===== config.mk =====
export PLATFORM = sky130hd
export DESIGN_NAME = ethRtInterface
export DESIGN_NICKNAME = d
export VERILOG_FILES = /design/src/source/ethHostPkg.sv /design/src/source/ethLinePkg.sv /design/src/source/ethRtInterface.sv /design/src/source/ethRtStatus.sv /design/src/source/ethTxFramer.sv /design/src/source/ethRxDeframer.sv /design/src/source/crc32Byte.sv
export SDC_FILE = /design/constraint.sdc
export NUM_CORES = 1
export LEC_CHECK = 0
export BUFFER_PORTS_ARGS = -buffer_cell sky130_fd_sc_hd__buf_2
export CAP_MARGIN = 5
export CORE_UTILIZATION = 50
export CTS_CLUSTER_DIAMETER = 100
export DETAILED_ROUTE_END_ITERATION = 7
export PLACE_DENSITY = 0.76
export SLEW_MARGIN = 20
export SYNTH_ARGS = -nofsm -noshare
export SYNTH_HDL_FRONTEND = slang
export SYNTH_SLANG_ARGS = --single-unit
export TNS_END_PERCENT = 10

===== constraint.sdc =====
create_clock -name TxClk -period 3.9 [get_ports TxClk]
set_input_delay 0.39 -clock TxClk [delete_from_list [all_inputs] [get_ports TxClk]]
set_output_delay 0.39 -clock TxClk [all_outputs]
set_load 0.01 [all_outputs]

===== src/source/ethHostPkg.sv =====
// ----------------------------------------------------------
// Host-side types for the packet engine interface
// Word and count widths, debug register window
// ----------------------------------------------------------
package ethHostPkg;

    typedef logic [15:0] hostWordT;     // One host word, two line bytes
    typedef logic [15:0] byteCountT;    // Frame byte count
    typedef logic [31:0] timeT;         // Free-running timestamp
    typedef logic [15:0] shortTimeT;    // Saturated elapsed time
    typedef logic [15:0] regAddrT;
    typedef logic [31:0] regDataT;

    // ----------------------------------------------------------
    // Debug window
    // ----------------------------------------------------------
    localparam regDataT    debugSignature = "3GBD";  // DBG3, byte-swapped for the host
    localparam logic [3:0] debugPage      = 4'hA;    // Matched against address bits 7:4

endpackage


===== src/source/ethLinePkg.sv =====
// ----------------------------------------------------------
// Line-side constants for the GMII port adapter
// Preamble bytes, CRC-32 setup and the receive/transmit FSMs
// ----------------------------------------------------------
package ethLinePkg;

    // Preamble and start-of-frame delimiter
    localparam logic [7:0] preambleByte = 8'h55;
    localparam logic [7:0] sfdByte      = 8'hD5;
    localparam logic [2:0] preambleLen  = 3'd7;    // Bytes of 0x55 before the SFD

    // ----------------------------------------------------------
    // CRC-32 (IEEE 802.3)
    // ----------------------------------------------------------
    localparam logic [31:0] crcPoly  = 32'h04C11DB7;  // Normal (MSB-first) form
    localparam logic [31:0] crcInit  = 32'hFFFFFFFF;
    localparam logic [2:0]  crcBytes = 3'd4;           // FCS length on the wire

    // Idle cycles on RxValid that close a frame
    localparam logic [1:0] rxEndGap = 2'd3;

    // ----------------------------------------------------------
    // State machines
    // ----------------------------------------------------------
    typedef enum logic [1:0] {
        rxIdle,                 // Hunting for the SFD
        rxFrame,                // Packing payload bytes
        rxWaitSend              // Response held off by a busy sender
    } rxStateT;

    typedef enum logic [2:0] {
        txIdle,
        txPreamble,             // 7 x 0x55 then 0xD5
        txSend,                 // Host payload
        txPadding,              // Zero fill up to the minimum size
        txCrc                   // Four FCS bytes
    } txStateT;

endpackage

===== src/source/ethRtInterface.sv =====
// ----------------------------------------------------------
// Real-time Ethernet port adapter between the GMII switch
// port and the word-wide host packet engine
// ----------------------------------------------------------
module ethRtInterface #(
    parameter int minFrameBytes = 64,
    parameter bit hasDebugData  = 1'b1
) (
    input  logic                  TxClk,
    input  logic                  resetActive,
    input  logic                  clearErrors,
    // Switch side, GMII plus flow control
    output logic                  PortReady,
    output logic                  DataReady,
    input  logic                  RxValid,
    input  logic [7:0]            RxD,
    output logic                  TxEn,
    output logic [7:0]            TxD,
    output logic                  TxErr,
    // Host side
    input  logic                  sendReq,
    input  logic                  responseRequired,
    input  ethHostPkg::byteCountT responseByteCount,
    output logic                  isForward,
    output logic                  recvRequest,
    input  logic                  recvBusy,
    output logic                  recvReady,
    output ethHostPkg::hostWordT  recvWord,
    output logic                  sendRequest,
    input  logic                  sendBusy,
    output logic                  sendReady,
    input  ethHostPkg::hostWordT  sendWord,
    // Timing and debug
    input  ethHostPkg::timeT      timestamp,
    output ethHostPkg::shortTimeT timeReceive,
    output ethHostPkg::shortTimeT timeNow,
    input  ethHostPkg::regAddrT   regAddr,
    output ethHostPkg::regDataT   regData,
    output logic                  internalError
);
    import ethLinePkg::*;

    logic    sendResponse;      // Deframer to framer
    logic    rxStart;
    logic    rxEnd;
    logic    rxNotReady;
    logic    txBadState;
    rxStateT rxState;
    txStateT txState;

    assign TxErr = 1'b0;        // Never signal a line error

    ethRxDeframer uRx (
        .TxClk            (TxClk),
        .resetActive      (resetActive),
        .RxValid          (RxValid),
        .RxD              (RxD),
        .recvBusy         (recvBusy),
        .sendBusy         (sendBusy),
        .responseRequired (responseRequired),
        .PortReady        (PortReady),
        .recvRequest      (recvRequest),
        .recvReady        (recvReady),
        .recvWord         (recvWord),
        .sendResponse     (sendResponse),
        .rxStart          (rxStart),
        .rxEnd            (rxEnd),
        .rxNotReady       (rxNotReady),
        .rxState          (rxState)
    );

    ethTxFramer #(
        .minFrameBytes (minFrameBytes)
    ) uTx (
        .TxClk             (TxClk),
        .resetActive       (resetActive),
        .sendReq           (sendReq),
        .sendResponse      (sendResponse),
        .responseByteCount (responseByteCount),
        .sendWord          (sendWord),
        .isForward         (isForward),
        .sendRequest       (sendRequest),
        .sendReady         (sendReady),
        .TxEn              (TxEn),
        .TxD               (TxD),
        .DataReady         (DataReady),
        .txState           (txState),
        .txBadState        (txBadState)
    );

    ethRtStatus #(
        .hasDebugData (hasDebugData)
    ) uStatus (
        .TxClk         (TxClk),
        .resetActive   (resetActive),
        .clearErrors   (clearErrors),
        .timestamp     (timestamp),
        .rxStart       (rxStart),
        .rxEnd         (rxEnd),
        .rxNotReady    (rxNotReady),
        .txBadState    (txBadState),
        .rxState       (rxState),
        .txState       (txState),
        .regAddr       (regAddr),
        .timeNow       (timeNow),
        .timeReceive   (timeReceive),
        .regData       (regData),
        .internalError (internalError)
    );

endmodule


===== src/source/ethRtStatus.sv =====
// ----------------------------------------------------------
// Receive timing, sticky error flags and debug readback
// ----------------------------------------------------------
module ethRtStatus #(
    parameter bit hasDebugData = 1'b1
) (
    input  logic                  TxClk,
    input  logic                  resetActive,
    input  logic                  clearErrors,
    input  ethHostPkg::timeT      timestamp,
    input  logic                  rxStart,          // Frame request seen
    input  logic                  rxEnd,            // Frame done, response due
    input  logic                  rxNotReady,
    input  logic                  txBadState,
    input  ethLinePkg::rxStateT   rxState,
    input  ethLinePkg::txStateT   txState,
    input  ethHostPkg::regAddrT   regAddr,
    output ethHostPkg::shortTimeT timeNow,
    output ethHostPkg::shortTimeT timeReceive,
    output ethHostPkg::regDataT   regData,
    output logic                  internalError
);
    import ethHostPkg::*;

    timeT    startTime;
    timeT    elapsed;
    logic    notReadyErr;
    logic    badStateErr;
    regDataT debugWord;

    assign elapsed = timestamp - startTime;
    assign timeNow = (elapsed[31:16] != 16'h0) ? 16'hFFFF : elapsed[15:0];  // Saturate

    always_ff @(posedge TxClk) begin
        if (rxStart) startTime <= timestamp;
        if (rxEnd) timeReceive <= timeNow;
    end

    // Sticky until cleared by the host
    always_ff @(posedge TxClk) begin
        if (resetActive | clearErrors) begin
            notReadyErr <= 1'b0;
            badStateErr <= 1'b0;
        end else begin
            if (rxNotReady) notReadyErr <= 1'b1;
            if (txBadState) badStateErr <= 1'b1;
        end
    end

    assign internalError = notReadyErr | badStateErr;

    // ----------------------------------------------------------
    // Debug window, four words
    // ----------------------------------------------------------
    always_comb begin
        case (regAddr[1:0])
            2'd0:    debugWord = debugSignature;
            2'd1:    debugWord = {rxState, 3'd0, txState, 22'd0, notReadyErr, badStateErr};
            2'd2:    debugWord = {timeReceive, timeNow};
            default: debugWord = startTime;
        endcase
    end

    assign regData = (hasDebugData && regAddr[7:4] == debugPage) ? debugWord : '0;

endmodule


===== src/source/ethTxFramer.sv =====
// ----------------------------------------------------------
// GMII transmit side: preamble, host word unpacking, zero
// padding and the FCS appended to every frame
// ----------------------------------------------------------
module ethTxFramer #(
    parameter int minFrameBytes = 64
) (
    input  logic                  TxClk,
    input  logic                  resetActive,
    input  logic                  sendReq,              // Forwarding path, wins over response
    input  logic                  sendResponse,
    input  ethHostPkg::byteCountT responseByteCount,
    input  ethHostPkg::hostWordT  sendWord,             // Current host word
    output logic                  isForward,
    output logic                  sendRequest,
    output logic                  sendReady,            // Host advances on this edge
    output logic                  TxEn,
    output logic [7:0]            TxD,
    output logic                  DataReady,
    output ethLinePkg::txStateT   txState,
    output logic                  txBadState
);
    import ethLinePkg::*;
    import ethHostPkg::*;

    localparam byteCountT padLimit = byteCountT'(minFrameBytes - 4);   // Frame size less FCS

    byteCountT   txCount;       // Payload plus pad bytes sent
    logic [2:0]  stepCnt;       // Preamble and FCS byte counter
    logic [7:0]  highByte;      // Upper half of the word in flight
    logic        pendResponse;  // Response queued behind a forward frame
    logic [31:0] crcReg;
    logic [31:0] crcNext;
    logic [7:0]  curByte;
    logic [7:0]  crcData;
    logic        lastPayload;

    function automatic logic [7:0] bitRev(input logic [7:0] b);
        logic [7:0] r;
        for (int i = 0; i < 8; i++) begin
            r[i] = b[7 - i];
        end
        return r;
    endfunction

    assign curByte     = txCount[0] ? highByte : sendWord[7:0];     // Low byte first
    assign crcData     = (txState == txSend) ? bitRev(curByte) : 8'h00;
    assign lastPayload = (txCount == responseByteCount - 16'd1);

    crc32Byte uCrc (
        .data   (crcData),
        .crcIn  (crcReg),
        .crcOut (crcNext)
    );

    always_ff @(posedge TxClk) begin
        if (resetActive) begin
            txState      <= txIdle;
            TxEn         <= 1'b0;
            DataReady    <= 1'b0;
            sendRequest  <= 1'b0;
            sendReady    <= 1'b0;
            isForward    <= 1'b0;
            pendResponse <= 1'b0;
            txBadState   <= 1'b0;
        end else begin
            txBadState <= 1'b0;
            if (sendResponse) pendResponse <= 1'b1;

            case (txState)
                txIdle: begin
                    TxEn      <= 1'b0;
                    DataReady <= 1'b1;
                    sendReady <= 1'b0;
                    txCount   <= '0;
                    stepCnt   <= '0;
                    if (sendReq) begin
                        isForward   <= 1'b1;
                        sendRequest <= 1'b1;
                        txState     <= txPreamble;
                    end else if (pendResponse | sendResponse) begin
                        isForward    <= 1'b0;
                        pendResponse <= 1'b0;
                        sendRequest  <= 1'b1;
                        txState      <= txPreamble;
                    end
                end

                txPreamble: begin
                    TxEn <= 1'b1;
                    if (stepCnt == preambleLen) begin
                        TxD         <= sfdByte;
                        sendRequest <= 1'b0;        // Host is busy by now
                        sendReady   <= 1'b1;
                        crcReg      <= crcInit;
                        txState     <= txSend;
                    end else begin
                        TxD     <= preambleByte;
                        stepCnt <= stepCnt + 3'd1;
                    end
                end

                txSend: begin
                    TxD <= curByte;
                    if (!txCount[0]) highByte <= sendWord[15:8];
                    crcReg    <= crcNext;
                    sendReady <= txCount[0] & ~lastPayload;     // Once per word
                    txCount   <= txCount + 16'd1;
                    if (lastPayload) begin
                        stepCnt <= '0;
                        txState <= (txCount + 16'd1 >= padLimit) ? txCrc : txPadding;
                    end
                end

                txPadding: begin
                    TxD     <= 8'h00;
                    crcReg  <= crcNext;             // Pad bytes count in the FCS
                    txCount <= txCount + 16'd1;
                    if (txCount == padLimit - 16'd1) txState <= txCrc;
                end

                // ----------------------------------------------------------
                // FCS, complemented and reflected, top byte first
                // ----------------------------------------------------------
                txCrc: begin
                    TxD    <= ~bitRev(crcReg[31:24]);
                    crcReg <= {crcReg[23:0], crcReg[31:24]};
                    if (stepCnt == crcBytes - 3'd1) begin
                        txState <= txIdle;
                    end else begin
                        stepCnt <= stepCnt + 3'd1;
                    end
                end

                default: begin
                    txBadState <= 1'b1;
                    txState    <= txIdle;
                end
            endcase
        end
    end

endmodule


===== src/source/ethRxDeframer.sv =====
// ----------------------------------------------------------
// GMII receive side: strips the preamble, packs byte pairs
// into host words and asks for a response at end of frame
// ----------------------------------------------------------
module ethRxDeframer (
    input  logic                 TxClk,
    input  logic                 resetActive,
    input  logic                 RxValid,           // Byte from switch FIFO
    input  logic [7:0]           RxD,
    input  logic                 recvBusy,          // Host is taking this frame
    input  logic                 sendBusy,          // Host send still pending
    input  logic                 responseRequired,
    output logic                 PortReady,         // Switch may deliver 2 cycles later
    output logic                 recvRequest,
    output logic                 recvReady,         // One-cycle word strobe
    output ethHostPkg::hostWordT recvWord,
    output logic                 sendResponse,      // Pulse to the framer
    output logic                 rxStart,
    output logic                 rxEnd,
    output logic                 rxNotReady,
    output ethLinePkg::rxStateT  rxState
);
    import ethLinePkg::*;
    import ethHostPkg::*;

    byteCountT  byteCount;      // Payload bytes since the SFD
    logic [1:0] gapCnt;         // Idle cycles left before end of frame

    always_ff @(posedge TxClk) begin
        if (resetActive) begin
            rxState      <= rxIdle;
            PortReady    <= 1'b0;
            recvRequest  <= 1'b0;
            recvReady    <= 1'b0;
            sendResponse <= 1'b0;
            rxStart      <= 1'b0;
            rxEnd        <= 1'b0;
            rxNotReady   <= 1'b0;
        end else begin
            // Strobes default low
            recvReady    <= 1'b0;
            sendResponse <= 1'b0;
            rxStart      <= 1'b0;
            rxEnd        <= 1'b0;
            rxNotReady   <= 1'b0;

            case (rxState)
                rxIdle: begin
                    PortReady <= 1'b1;
                    if (RxValid) begin
                        recvRequest <= 1'b1;
                        rxStart     <= ~recvRequest;    // Rising edge of recvRequest
                        // Preamble content is not checked
                        if (RxD == sfdByte) begin
                            byteCount  <= '0;
                            gapCnt     <= rxEndGap - 2'd1;
                            rxNotReady <= ~recvBusy;    // Host missed the request
                            rxState    <= rxFrame;
                        end
                    end
                end

                rxFrame: begin
                    if (RxValid) begin
                        recvRequest <= 1'b0;
                        gapCnt      <= rxEndGap - 2'd1;
                        byteCount   <= byteCount + 16'd1;
                        if (!byteCount[0]) begin
                            recvWord[15:8] <= RxD;      // First byte of the pair
                        end else begin
                            recvWord[7:0] <= RxD;
                            recvReady     <= recvBusy;
                        end
                    end else if (gapCnt != 2'd0) begin
                        gapCnt <= gapCnt - 2'd1;
                    end else begin
                        // ------------------------------------------------
                        // End of frame
                        // ------------------------------------------------
                        recvRequest <= 1'b0;
                        if (byteCount[0]) begin
                            recvWord[7:0] <= 8'h00;     // Odd length, pad low half
                            recvReady     <= recvBusy;
                        end
                        if (responseRequired) begin
                            rxEnd <= 1'b1;
                            if (sendBusy) begin
                                PortReady <= 1'b0;      // No new frames while we wait
                                rxState   <= rxWaitSend;
                            end else begin
                                sendResponse <= 1'b1;
                                rxState      <= rxIdle;
                            end
                        end else begin
                            rxState <= rxIdle;
                        end
                    end
                end

                rxWaitSend: begin
                    if (!sendBusy) begin
                        sendResponse <= 1'b1;
                        rxState      <= rxIdle;
                    end
                end

                default: rxState <= rxIdle;
            endcase
        end
    end

endmodule


===== src/source/crc32Byte.sv =====
// ----------------------------------------------------------
// CRC-32 remainder update for one byte, MSB of data first
// ----------------------------------------------------------
module crc32Byte (
    input  logic [7:0]  data,       // Byte, already bit-reversed by the caller
    input  logic [31:0] crcIn,      // Running remainder
    output logic [31:0] crcOut      // Remainder after eight bit steps
);
    import ethLinePkg::*;

    logic [31:0] stepCrc;           // Remainder between bit steps

    // Plain LFSR division, unrolled by the loop
    always_comb begin
        stepCrc = crcIn;
        for (int i = 7; i >= 0; i--) begin
            if (stepCrc[31] ^ data[i]) begin
                stepCrc = {stepCrc[30:0], 1'b0} ^ crcPoly;
            end else begin
                stepCrc = {stepCrc[30:0], 1'b0};
            end
        end
        crcOut = stepCrc;
    end

endmodule


After elaboration in Yosys (flattened, before gate mapping)
Index checks and enable logic that the tools add are counted. W data, S select, Z words.

Output and inout bits: 98. Word-level logic and storage cells: 217. Bits in registers: 170. Bits of input ports: 96.

Reductions and logical operators: 35. Order comparisons: 1. Add/subtract/negate cells: 6. Bitwise logic cells: 31. Mux-type cells: 83. Equal/unequal tests: 32.

Operators with widths (count): $mux W27 (8); $pmux W32 S3 (2); $not A14 Y14 (8); $mux W16 (4); $mux W32 (2); $pmux W16 S2 (2); $mux W8 (7); $add A16 B1 Y16 const B (2); $pmux W8 S4 (1); $sub A32 B32 Y32 (1); $mux W3 (10); $reduce_and A5 Y1 (6); $mux W1 (26); $mux W2 (11); $ne A2 B2 Y1 const B (10); $eq A16 B16 Y1 (1); $eq A16 B6 Y1 const B (1); $ge A16 B6 Y1 const B (1); $reduce_bool A16 Y1 (1); $sub A16 B1 Y16 const B (1); $pmux W3 S5 (1); $pmux W3 S4 (1); $reduce_and A3 Y1 (4); $ne A2 B1 Y1 const B (5); 31 further kinds (72).

Logic depth before layout (Yosys ltp)
Depth after elaboration: 19. Mapped depth: 13. Depth with buffers taken out: 12.

By module
From an unflattened synthesis, not the netlist that was laid out.

Cells, all modules: 1064. Area total of the unflattened synthesis: 10880.4 µm².

By module, submodules not included: ethTxFramer (instances 1, area each 4516.8 µm², cells an instance 432); ethRtStatus (instances 1, area each 4247.8 µm², cells an instance 483); ethRxDeframer (instances 1, area each 1114.8 µm², cells an instance 84); crc32Byte (instances 1, area each 989.7 µm², cells an instance 63); ethRtInterface (instances 1, area each 11.3 µm², cells an instance 2).

Worst setup path after synthesis
OpenSTA, ideal clock, no wires.

Path type: in2out. Start point: input timestamp[17]. End point: output regData[10]. Cell stages on the path: 12. Required time: 3510 ps. Data arrival time: 3587 ps. Slack: -77 ps. Path buffers: 2. Cells stage by stage: ha_1 -> buf_4 -> nand2_1 -> or4_4 -> a2111o_1 -> a31o_1 -> a2111o_1 -> nor4_2 -> nand4_1 -> nor4_4 -> buf_6 -> a31oi_1.

Longest elaborated chain between the ends: 5.

RTL lines: start, declared (RTL line ethRtInterface.sv:34) `input ethHostPkg::timeT timestamp,`; $sub A32 B32 Y32 (RTL line ethRtStatus.sv:31) `assign elapsed = timestamp - startTime;`; $reduce_bool A16 Y1 (RTL line ethRtStatus.sv:32) `assign timeNow = (elapsed[31:16] != 16'h0) ? 16'hFFFF : elapsed[15:0];`; $mux W16 (RTL line ethRtStatus.sv:32); $pmux W32 S3 (RTL line ethRtStatus.sv:56) `case (regAddr[1:0])`; $mux W32 (RTL line ethRtStatus.sv:64) `assign regData = (hasDebugData && regAddr[7:4] == debugPage) ? debugWord : '0;`; end, declared (RTL line ethRtInterface.sv:38) `output ethHostPkg::regDataT regData,`.

Every way passes these cells.

Worst setup path after layout
Start point: register uStatus.startTime[10]. End point: output regData[7].

Longest elaborated chain between the ends: 5.

RTL lines: start, declared (RTL line ethRtStatus.sv:25) `timeT startTime;`; start signal, assigned (RTL line ethRtStatus.sv:35) `if (rxStart) startTime <= timestamp;`; $sub A32 B32 Y32 (RTL line ethRtStatus.sv:31); $reduce_bool A16 Y1 (RTL line ethRtStatus.sv:32); $mux W16 (RTL line ethRtStatus.sv:32); $pmux W32 S3 (RTL line ethRtStatus.sv:56); $mux W32 (RTL line ethRtStatus.sv:64).

Every way passes these cells.

==> metrics.txt <==
status finished with violations; violated checks setup timing; Port Buffers 182; critical path data arrival time 4.10 ns; Post-Place Setup Slack -0.3139 ns; DR DRC count 0; Switching Fraction 0.3729; Post-synth EDFFs 134; num ports 194; vias 9986; synth warn 0; reg2reg setup slack 0.03 ns; Final period util 1.150; H-tree levels 4; Critical Path RT 3.51 ns; metal2 WL 14850 um; final wirelength 31680 um; num rows 52; sequential-to-total area share from yosys stat 0.4239; P_sw 2.650 mW; CTS buffer count 17; Yosys top cell by area edfxtp_1; Register Area 4444 um2; Post-Synthesis Net Count 1301; Post-layout nets 1560; DIE HEIGHT 146.8 um; first-pass GRT wire length 49370 um; clock latency on the worst-skew pair 0.44 ns; top post-synthesis cells by area edfxtp_1, xnor2_1, nor2_1, a21oi_1, ha_1; Setup WS post-layout -0.5856 ns; initial core utilization 0.5149; footprint of the multi-input gates 5827 um2; Mapped Avg Cell Area 9.023 um2; Worst Hold Class in -> reg; GRT Util Overall 0.2927; Worst IR Drop VDD 0.0003102 V; wire length on met1 13670 um; top routing layer in use met4; area of the mapped netlist 10490 um2; core area 20360 um2; first drt pass iteration count 6; pin count of the biggest net entering global routing 43; Worst-Margin Slew 1.037 ns; TritonCTS clock tree built; Clock power frac 0.263; global route overflow 0; Fin. Hold Viols 0; cell leakage power 5.340 nW; routed vias/inst 5.860; fraction of layout cells with a size suffix above 1 0.2720; post-route insts no fill 1704; ys flop type edfxtp_1; FMAX 222.9 MHz; count of final setup violators 32; Placed Area 12380 um2; Detail Route Antenna Nets 0; final RePlAce weighted congestion 0.9772; clk_skew 0.01356 ns; vias in the first global route 9484; Critical Path Sink Type output port; die width 146.8 um; CTS root buf clkbuf_16; met3 routed WL 2232 um; max cap viols 0; combinational share of power 0.401; Pint 4.457 mW; wire length per cell 18.59 um; number of synthesized register bits 155; max-slew violation total from the final report 0; filler cell count 1676; worst reg2reg path depth 16; crit path kind reg -> out; RSZ-0062 raised after global routing yes; synthesis-to-finish area growth 27.49%; post-route cell area 13370 um2; dpl hpwl 23580 um; die area 21550 um2; initial antenna violation count 0; Synth Instances 1162; Ant. Diodes 0; Inst Count DP 1664; minimum clock period 4.486 ns; type of origin of the critical path flip-flop; Yosys cell types 72; sequential share of power 0.336; Starting DRT DRC Count 978; CTS Hold Buffers Added 0; CTS max path bufs 2; ys async rst share 0; slew margin rel. 0.3077; Yosys top cell area share 0.3838; hold path cells 2; power per cell area 531.6 nW/um2; critical-path maximum fanout 7; CTS sink count 155; CTS clk-pin slew, worst paths 0.07 ns
[layer usage]
layer,global-route usage,vias up
met5,0,-
met4,0.1198,0
met3,0.04503,67
met2,0.4770,438
met1,0.3891,4734
li1,-,4747
[through the flow]
stage	total power [mW]	TNS [ns]	hold slack [ns]	util
finish	7.106	-17.14	0.1304	0.6564
global placement	5.106	-9.281	0.4453	0.6077
detailed placement	5.172	-9.979	0.4538	0.6077
CTS	7.062	-15.15	0.1173	0.6488
floorplan	4.377	0	0.4380	-
global route	7.479	-22.72	0.1296	0.6564
[placed cells by master, fill, tap and decap left out, types with 10 or more instances in the layout]
cell and n:
a21o_1 10, a21oi_1 116, a31oi_1 13, and2_1 17, and3_1 12, buf_2 179, buf_4 111, clkbuf_16 17
dfxtp_1 21, edfxtp_1 134, ha_1 36, inv_1 60, mux2i_1 19, nand2_1 73, nand2b_1 15, nand3_1 19
nand4_1 11, nor2_1 162, nor3_1 29, o21a_1 10, o21ai_0 54, or3_1 14, xnor2_1 72, xor2_1 24
[Yosys cell counts (14+ instances only)]
cell,number
a21oi_1,118
a31oi_1,21
and2_1,17
clkbuf_1,52
dfxtp_1,21
edfxtp_1,134
ha_1,42
inv_1,60
mux2i_1,19
nand2_1,81
nand2b_1,16
nand3_1,21
nor2_1,163
nor3_1,32
o21ai_0,57
or3_1,14
xnor2_1,72
xor2_1,24
[cell type report]
| class | instances | area share |
|---|---|---|
| clock inverters | 11 | 0.01348 |
| multi-input cells | 887 | 0.4359 |
| well taps | 270 | 0.02527 |
| clock buffers | 21 | 0.03519 |
| flip-flops and latches | 155 | 0.3325 |
| inverters | 60 | 0.01685 |
| repair buffers | 300 | 0.1409 |
[power by group through the flow]
stage	clock network (mW)	logic (mW)	registers (mW)
2_1_floorplan	0	2.04	2.34
3_3_place_gp	0	2.70	2.41
3_5_place_dp	0	2.75	2.42
4_1_cts	1.88	2.80	2.38
5_1_grt	1.93	3.12	2.42
6_report	1.87	2.85	2.39
[sequential cells by signal (all words and copies together), names as in the netlist, 2 cells and up]
signal,cells
uTx.TxD,8
uRx.gapCnt,2
uTx.txState,3
uTx.crcReg,32
uRx.recvWord,16
uStatus.timeReceive,16
uRx.rxState,2
uTx.txCount,16
uTx.highByte,8
uStatus.startTime,32
uTx.stepCnt,3
[worst max-delay path, cell delays in order, from the launching register on]
cell,delay [ns]
edfxtp_1,0.35
inv_1,0.05
ha_1,0.31
buf_4,0.15
and2_1,0.17
buf_4,0.12
nand3_1,0.15
a2111o_1,0.42
and4_1,0.22
o21a_1,0.18
a211oi_1,0.33
nand4_1,0.25
nor4_4,0.33
buf_4,0.21
buf_12,0.15
a31oi_1,0.10
buf_2,0.16
[worst paths after layout]
path | startpoint | end
worst max register to register | uStatus.startTime[10]$_DFFE_PP_ | uStatus.timeReceive[8]$_DFFE_PP_
worst max-delay path | uStatus.startTime[10]$_DFFE_PP_ | regData[7]
worst min-delay path | clearErrors | uStatus.notReadyErr$_SDFFE_PP0P_
worst min register to register | uTx.txBadState$_SDFF_PP0_ | uStatus.badStateErr$_SDFFE_PP0P_
[logic make-up after synthesis]
| kind of cell | share of synthesized area |
|---|---|
| AND/OR/NAND/NOR | 0.1902 |
| XOR/XNOR | 0.08019 |
| AO/OA/AOI/OAI | 0.1846 |
| adder cells (fa/ha/maj) | 0.05203 |
| other | 0.0003577 |
| buffers and inverters | 0.04523 |
| flip-flops | 0.4239 |
| multiplexers | 0.02351 |
[what timing repair did]
action / CTS / global route
pin swaps: 13 / 7
resized for setup: 22 / 30
buffers inserted: 5 / 1
setup endpoints to repair: 40 / 44
cloned: 2 / 0
Note: power is estimated with default switching activity, not from simulation.
